$ cat config.mk
export PLATFORM = sky130hd
export DESIGN_NAME = wvf_acq_top
export DESIGN_NICKNAME = d
export VERILOG_FILES = /design/src/design/wvf_pkg.sv /design/src/design/rdout_framer.sv /design/src/design/trig_capture.sv /design/src/design/wvf_acq_top.sv /design/src/design/wvf_buffer.sv
export SDC_FILE = /design/constraint.sdc
export NUM_CORES = 2
export LEC_CHECK = 0
export BUFFER_PORTS_ARGS = -buffer_cell sky130_fd_sc_hd__buf_2
export CELL_PAD_IN_SITES_DETAIL_PLACEMENT = 0
export CELL_PAD_IN_SITES_GLOBAL_PLACEMENT = 2
export CORE_MARGIN = 2
export CORE_UTILIZATION = 55
export DETAILED_ROUTE_END_ITERATION = 8
export MAX_ROUTING_LAYER = met4
export PLACE_DENSITY = 0.91
export SYNTH_ARGS = -nofsm -noshare
export SYNTH_HDL_FRONTEND = slang
export SYNTH_SLANG_ARGS = --single-unit
$ cat constraint.sdc
create_clock -name lclk -period 7.7 [get_ports lclk]
set_clock_uncertainty 0.15 [all_clocks]
set_input_delay 0.385 -clock lclk [delete_from_list [all_inputs] [get_ports lclk]]
set_output_delay 0.385 -clock lclk [all_outputs]
set_load 0.05 [all_outputs]
$ cat src/design/wvf_pkg.sv
// shared widths and sizes for the single-channel acquisition path
// readout word union, decoded as header or sample
`default_nettype none

package wvf_pkg;

  // adc sample width
  localparam int ADC_W = 12;
  // local time counter width
  localparam int LTC_W = 24;

  // samples kept ahead of the trigger
  localparam int PRE_LEN = 4;
  // post length setting, legal 1..31
  localparam int POST_LEN_W = 5;
  // sample count field in the header
  localparam int LEN_W = 6;

  // readout stream word
  localparam int WORD_W = 32;

  // waveform buffer entries, also the initial credit count
  localparam int BUF_DEPTH = 64;
  // credit counter must hold BUF_DEPTH itself
  localparam int CREDIT_W = 7;

  // one buffer/readout word
  // kind bit is shared by both views, 1 = header, 0 = sample
  typedef union packed {
    struct packed {
      logic              kind;
      // 1 = software trigger
      logic              sw_src;
      // pre + post sample words that follow
      logic [LEN_W-1:0]  n_samp;
      // low bits of the trigger time
      logic [23:0]       trig_time;
    } hdr;
    struct packed {
      logic              kind;
      logic [18:0]       rsvd;
      logic [ADC_W-1:0]  sample;
    } samp;
  } rdout_word_u;

endpackage

`default_nettype wire

$ cat src/design/rdout_framer.sv
// readout framer, consumer side of the waveform buffer
// one-word valid/ready output register, waveform boundary tracking
`default_nettype none

module rdout_framer
  import wvf_pkg::*;
(
  input  logic              lclk,
  input  logic              lclk_rst,

  // show-ahead buffer side
  input  logic              i_not_empty,
  input  rdout_word_u       i_head_word,
  output logic              o_pop,

  // word stream out
  input  logic              i_rdout_ready,
  output logic              o_rdout_valid,
  output logic [WORD_W-1:0] o_rdout_word,
  output logic              o_rdout_last
);

  logic              out_valid;
  logic [WORD_W-1:0] out_word;
  logic              out_last;
  // sample words still due in the current waveform
  logic [LEN_W-1:0]  samp_left;
  logic              drain;

  // output register empties on a transfer
  assign drain = out_valid && i_rdout_ready;

  // refill when empty or draining
  assign o_pop = i_not_empty && (!out_valid || i_rdout_ready);

  // control state of the output register
  always_ff @(posedge lclk) begin
    if (lclk_rst) begin
      out_valid <= 1'b0;
      out_last <= 1'b0;
      samp_left <= '0;
    end else begin
      if (o_pop) begin
        out_valid <= 1'b1;
        if (i_head_word.hdr.kind) begin
          // header starts a new waveform
          samp_left <= i_head_word.hdr.n_samp;
          out_last <= 1'b0;
        end else begin
          // sample, last when the countdown hits its end
          samp_left <= samp_left - 1'b1;
          out_last <= (samp_left == LEN_W'(1));
        end
      end else if (drain) begin
        out_valid <= 1'b0;
        out_last <= 1'b0;
      end
    end
  end

  // payload, held while stalled
  always_ff @(posedge lclk) begin
    if (o_pop) begin
      out_word <= i_head_word;
    end
  end

  assign o_rdout_valid = out_valid;
  assign o_rdout_word = out_word;
  assign o_rdout_last = out_last;

endmodule

`default_nettype wire

$ cat src/design/trig_capture.sv
// capture stage, producer side of the waveform buffer
// time counter, threshold/software trigger, pre-trigger delay line,
// capture sequencing and credit tracking
`default_nettype none

module trig_capture
  import wvf_pkg::*;
(
  input  logic                  lclk,
  input  logic                  lclk_rst,

  // adc stream and trigger config
  input  logic [ADC_W-1:0]      i_adc_sample,
  input  logic [ADC_W-1:0]      i_thresh,
  input  logic                  i_trig_en,
  input  logic                  i_sw_trig,
  input  logic [POST_LEN_W-1:0] i_post_len,

  // one pulse per word popped from the buffer
  input  logic                  i_credit_return,

  // buffer write side
  output logic                  o_wr_en,
  output rdout_word_u           o_wr_word
);

  logic [LTC_W-1:0]    ltc;
  // dly_line[k] holds the sample of time t-1-k
  logic [ADC_W-1:0]    dly_line [PRE_LEN+1];
  logic                thresh_hit;
  logic                trig_fire;
  logic                trig_accept;
  logic [CREDIT_W-1:0] credit_cnt;
  logic [CREDIT_W-1:0] credit_need;
  logic                capt_busy;
  logic [LEN_W-1:0]    words_left;
  rdout_word_u         hdr_word;
  rdout_word_u         samp_word;

  // free-running local time, 0 in the first cycle out of reset
  always_ff @(posedge lclk) begin
    if (lclk_rst) begin
      ltc <= '0;
    end else begin
      ltc <= ltc + 1'b1;
    end
  end

  // sample history, zeros stand in for samples before time 0
  always_ff @(posedge lclk) begin
    if (lclk_rst) begin
      for (int i = 0; i <= PRE_LEN; i++) begin
        dly_line[i] <= '0;
      end
    end else begin
      dly_line[0] <= i_adc_sample;
      for (int i = 1; i <= PRE_LEN; i++) begin
        dly_line[i] <= dly_line[i-1];
      end
    end
  end

  // rising crossing, dly_line[0] is the previous sample
  assign thresh_hit = i_trig_en &&
                      (i_adc_sample >= i_thresh) &&
                      (dly_line[0] < i_thresh);
  assign trig_fire = thresh_hit || i_sw_trig;

  // header plus pre and post samples
  assign credit_need = CREDIT_W'(PRE_LEN + 1) + CREDIT_W'(i_post_len);

  // idle also excludes the cycle that carries the last sample write
  assign trig_accept = trig_fire && !capt_busy && !o_wr_en &&
                       (credit_cnt >= credit_need);

  // header for a trigger in this cycle
  // software wins when both fire
  always_comb begin
    hdr_word = '0;
    hdr_word.hdr.kind = 1'b1;
    hdr_word.hdr.sw_src = i_sw_trig;
    hdr_word.hdr.n_samp = LEN_W'(PRE_LEN) + LEN_W'(i_post_len);
    hdr_word.hdr.trig_time = ltc[23:0];
  end

  // oldest delay tap lines up with the registered write
  always_comb begin
    samp_word = '0;
    samp_word.samp.kind = 1'b0;
    samp_word.samp.sample = dly_line[PRE_LEN];
  end

  // capture FSM: idle, then one sample word per cycle
  always_ff @(posedge lclk) begin
    if (lclk_rst) begin
      capt_busy <= 1'b0;
      words_left <= '0;
      o_wr_en <= 1'b0;
    end else begin
      o_wr_en <= 1'b0;
      if (capt_busy) begin
        o_wr_en <= 1'b1;
        words_left <= words_left - 1'b1;
        // final sample registered this cycle
        if (words_left == LEN_W'(1)) begin
          capt_busy <= 1'b0;
        end
      end else if (trig_accept) begin
        o_wr_en <= 1'b1;
        capt_busy <= 1'b1;
        words_left <= hdr_word.hdr.n_samp;
      end
    end
  end

  // write payload
  always_ff @(posedge lclk) begin
    if (capt_busy) begin
      o_wr_word <= samp_word;
    end else if (trig_accept) begin
      o_wr_word <= hdr_word;
    end
  end

  // credits: up on return, down on each write
  always_ff @(posedge lclk) begin
    if (lclk_rst) begin
      credit_cnt <= CREDIT_W'(BUF_DEPTH);
    end else begin
      credit_cnt <= credit_cnt + CREDIT_W'(i_credit_return) - CREDIT_W'(o_wr_en);
    end
  end

endmodule

`default_nettype wire

$ cat src/design/wvf_acq_top.sv
// top level of the single-channel acquisition path
// capture stage -> waveform buffer -> readout framer
`default_nettype none

module wvf_acq_top
  import wvf_pkg::*;
(
  input  logic                  lclk,
  input  logic                  lclk_rst,

  // adc stream
  input  logic [ADC_W-1:0]      i_adc_sample,

  // trigger and window config
  input  logic [ADC_W-1:0]      i_thresh,
  input  logic                  i_trig_en,
  input  logic                  i_sw_trig,
  input  logic [POST_LEN_W-1:0] i_post_len,

  // readout stream
  input  logic                  i_rdout_ready,
  output logic                  o_rdout_valid,
  output logic [WORD_W-1:0]     o_rdout_word,
  output logic                  o_rdout_last
);

  // capture -> buffer, credits back
  logic        wr_en;
  rdout_word_u wr_word;
  logic        credit_return;

  // buffer -> framer
  logic        not_empty;
  rdout_word_u head_word;
  logic        pop;

  trig_capture u_capture (
    .lclk            (lclk),
    .lclk_rst        (lclk_rst),
    .i_adc_sample    (i_adc_sample),
    .i_thresh        (i_thresh),
    .i_trig_en       (i_trig_en),
    .i_sw_trig       (i_sw_trig),
    .i_post_len      (i_post_len),
    .i_credit_return (credit_return),
    .o_wr_en         (wr_en),
    .o_wr_word       (wr_word)
  );

  wvf_buffer u_buffer (
    .lclk            (lclk),
    .lclk_rst        (lclk_rst),
    .i_wr_en         (wr_en),
    .i_wr_word       (wr_word),
    .i_pop           (pop),
    .o_not_empty     (not_empty),
    .o_head_word     (head_word),
    .o_credit_return (credit_return)
  );

  rdout_framer u_framer (
    .lclk          (lclk),
    .lclk_rst      (lclk_rst),
    .i_not_empty   (not_empty),
    .i_head_word   (head_word),
    .o_pop         (pop),
    .i_rdout_ready (i_rdout_ready),
    .o_rdout_valid (o_rdout_valid),
    .o_rdout_word  (o_rdout_word),
    .o_rdout_last  (o_rdout_last)
  );

endmodule

`default_nettype wire

$ cat src/design/wvf_buffer.sv
// waveform buffer, word FIFO between capture and readout
// show-ahead head word, one credit returned per pop
`default_nettype none

module wvf_buffer
  import wvf_pkg::*;
(
  input  logic        lclk,
  input  logic        lclk_rst,

  // write side from the capture stage
  input  logic        i_wr_en,
  input  rdout_word_u i_wr_word,

  // show-ahead read side
  input  logic        i_pop,
  output logic        o_not_empty,
  output rdout_word_u o_head_word,

  // credit pulse back to the producer
  output logic        o_credit_return
);

  rdout_word_u                  mem [BUF_DEPTH];
  logic [$clog2(BUF_DEPTH)-1:0] wr_ptr;
  logic [$clog2(BUF_DEPTH)-1:0] rd_ptr;
  // one extra bit to tell full from empty
  logic [$clog2(BUF_DEPTH):0]   fill_cnt;

  // storage
  always_ff @(posedge lclk) begin
    if (i_wr_en) begin
      mem[wr_ptr] <= i_wr_word;
    end
  end

  // pointers and fill level
  // producer credits keep writes off a full buffer
  always_ff @(posedge lclk) begin
    if (lclk_rst) begin
      wr_ptr <= '0;
      rd_ptr <= '0;
      fill_cnt <= '0;
    end else begin
      if (i_wr_en) begin
        wr_ptr <= wr_ptr + 1'b1;
      end
      if (i_pop) begin
        rd_ptr <= rd_ptr + 1'b1;
      end
      fill_cnt <= fill_cnt + ($clog2(BUF_DEPTH)+1)'(i_wr_en)
                           - ($clog2(BUF_DEPTH)+1)'(i_pop);
    end
  end

  // head visible the cycle after its write
  assign o_not_empty = (fill_cnt != '0);
  assign o_head_word = mem[rd_ptr];

  // one credit per popped word, a cycle late
  always_ff @(posedge lclk) begin
    if (lclk_rst) begin
      o_credit_return <= 1'b0;
    end else begin
      o_credit_return <= i_pop;
    end
  end

endmodule

`default_nettype wire

==> impl_metrics.json <==
{
  "core_um2": 154000,
  "fmax_ghz": 0.220,
  "syn_nets": 3883,
  "netlist_area_um2": 85600,
  "ios": 68,
  "power_mw": 32.5,
  "layout_commonest_cell": "edfxtp_1",
  "worstMarginPinSlew_ns": 1.31,
  "cts_buffer_depth": 3,
  "min_period_over_period_pct": 59.0,
  "drive_gt1_share_pct": 29.1,
  "yosysUniqueCellTypes": 56,
  "rsz0062_at_grt": "no",
  "cts_tree": "yes",
  "routed_wl_mm": 227,
  "start_util_pct": 55.5,
  "portBuffers": 67,
  "placed_cells": 5832,
  "dr_total_vias": 42300,
  "grt_overflow": 0,
  "final_cell_mix": "edfxtp_1 (2,092), mux4_2 (635), clkbuf_16 (212)",
  "dieArea_um2": 159000,
  "crit_path_end_kind": "flip-flop",
  "syn_inst": 3792,
  "crit_required_ns": 8.24,
  "avgSynthCellArea_um2": 22.6,
  "synth-seq-cells": 2245,
  "synthTopCellsByArea": "edfxtp_1 (73%), mux4_2 (17%), dfxtp_1 (3.6%)",
  "yosys_warnings": 0,
  "criticalPathCategory": "reg -> reg",
  "htreeDepth": 4,
  "ys.flop_type": "edfxtp_1",
  "p_leak_nw": 30.2,
  "area_delta_synth_final_pct": 12.4,
  "synth_top_area_cell": "edfxtp_1",
  "clock-sinks": 2245,
  "fin_cells": 6252,
  "crit_chain": "buf_4 -> nor2b_1 -> a22oi_1 -> a21oi_1 -> or4_1 -> nor3b_1 -> a21o_1 -> a22oi_1 -> nor2_1",
  "crit_arrival_ns": 5.08,
  "ctsResizeCount": 0,
  "grt_max_degree": 159,
  "relSlewSlack_pct": 12.9,
  "dr.pass1.iters": 8,
  "worstHoldPathType": "in -> reg",
  "min_period_ns": 4.54,
  "clock-root-buffer": "clkbuf_16",
  "post-dp-hpwl_mm": 114,
  "gp_congestion": 0.818,
  "synth_edf_count": 2092,
  "track_usage_pct": 30.1,
  "start_kind": "flip-flop",
  "cts_buffers": 208,
  "drt_iter0_markers": 7002,
  "cpMostUsedCell": "a22oi_1",
  "place_ws_ns": 3.23,
  "async_flop_share_pct": 0,
  "tns_ns": 0,
  "post-route-worst-setup-slack_ns": 3.16,
  "finalHoldViolations": 0,
  "clkLatencyLatePin_ns": 0.86,
  "antenna_found_initial": 8,
  "grt_pass1_wl_mm": 320,
  "outcome": "finished clean",
  "path_max_fanout": 22,
  "die_h_um": 398,
  "final_core_util_pct": 62.4,
  "yosysTopAreaCellShare_pct": 73.4,
  "maxCapViolations": 0,
  "ant_nets": 0,
  "drv_slew": 0,
  "die_x_um": 398,
  "yosysSeqAreaShare_pct": 77.0,
  "power_per_cell_area_nw_per_um2": 337,
  "routed_via_density": 6.77,
  "first_global_vias": 42400,
  "critPathSlowestCell": "dfxtp_2",
  "nNetsFinal": 4112,
  "placementRows": 144,
  "setup_viol_count_final": 0,
  "cp_slowest_stage_delay_ns": 0.92,
  "clk_pin_slew_worst_paths_ns": 0.06,
  "irDropWorstVdd_v": 0.000288,
  "routedWlPerCell_um": 36.4,
  "route.detailed.drc": 0
}
metrics by stage:
stage | cell area (um^2) | hold slack (ns)
floorplan | 85600 | 0.264
global placement | 89100 | 0.266
detailed placement | 89100 | 0.273
CTS | 96200 | 0.0918
global route | 96200 | 0.144
finish | 96200 | 0.145
worst max-delay path, delay by kind of cell (launching register included):
family	cells	cell delay (ns)
AND/OR/NAND/NOR	4	1.64
AO/OA/AOI/OAI	4	0.98
flip-flops	1	0.92
buffers and inverters	1	0.64
final cells by class:
| type | count | area, um^2 |
|---|---|---|
| inverters | 48 | 180 |
| flip-flops and latches | 2245 | 65900 |
| multi-input cells | 1309 | 19100 |
| diodes | 4 | 10.0 |
| clock buffers | 253 | 5460 |
| clock inverters | 140 | 1430 |
| repair buffers | 209 | 1550 |
| fillers | 10000 | 58000 |
| well taps | 2044 | 2560 |
power breakdown:
| group | internal [mW] | switching (mW) |
|---|---|---|
| Clock | 5.85 | 4.57 |
| Sequential | 14.5 | 0.512 |
| Combinational | 3.20 | 3.82 |
| Total | 23.6 | 8.90 |
routing by layer:
metal | GRT usage, % | vias up | routed length, um
li1 | - | 16300 | -
met1 | 38.6 | 22400 | 79600
met2 | 46.6 | 3092 | 111000
met3 | 7.25 | 510 | 26400
met4 | 12.7 | 0 | 10200
met5 | - | - | 0
cell families (layout without fill, tap and decap cells):
group	count (synthesis)	count (layout)	share of synthesized area, %
buffers and inverters	238	650	1.23
other	0	4	0
XOR/XNOR	41	41	0.420
AND/OR/NAND/NOR	381	381	2.14
multiplexers	660	660	17.1
adder cells (fa/ha/maj)	57	57	0.851
AO/OA/AOI/OAI	170	170	1.31
flip-flops	2245	2245	77.0
synth_stat cells, drive strengths merged, types with 2 or more instances:
| master | count |
|---|---|
| nor2b | 73 |
| dfxtp | 153 |
| a21oi | 43 |
| nor2 | 133 |
| a221oi | 9 |
| xnor2 | 13 |
| nor3b | 2 |
| clkinv | 2 |
| nand2 | 81 |
| o21a | 2 |
| mux2i | 8 |
| mux2 | 14 |
| nand3 | 18 |
| fa | 2 |
| nor3 | 18 |
| mux4 | 638 |
| a21o | 18 |
| or3 | 6 |
| edfxtp | 2092 |
| inv | 46 |
| o22ai | 2 |
| ha | 55 |
| and3 | 8 |
| a22oi | 29 |
| a2111oi | 2 |
| buf | 97 |
| a211oi | 8 |
| a22o | 9 |
| a31oi | 7 |
| clkbuf | 93 |
| nand2b | 15 |
| o21bai | 2 |
| and2 | 2 |
| xor2 | 28 |
| nand3b | 4 |
| nand4 | 11 |
| o21ai | 30 |
| or4 | 5 |
flip-flops by register name (all words and copies together), names as in the netlist, 7 cells and up, named ones only:
register / cells
u_framer.o_rdout_word: 32
u_buffer.fill_cnt: 7
u_buffer.mem: 2048
u_capture.dly_line: 60
u_capture.o_wr_word: 32
u_capture.credit_cnt: 7
u_capture.ltc: 24
repair_timing:
item / 4_1_cts / 5_1_grt
hold buffers: 23 / 0
endpoints found under the setup margin: 0 / 0
buffers inserted: 0 / 0
endpoints found under the hold margin: 61 / 0
final timing paths:
check                           depth (start not counted)  slack (ns)                         to                 startpoint
worst max-delay path                                    9        3.16      u_framer.samp_left[2]                  flip-flop
worst min-delay path                                    3        0.14   u_capture.dly_line[0][7]            i_adc_sample[7]
worst max register to register                          9        3.16      u_framer.samp_left[2]                  flip-flop
worst min register to register                          1        0.27  u_capture.dly_line[0][50]  u_capture.dly_line[0][38]
Power figures use the tool's default switching activity.
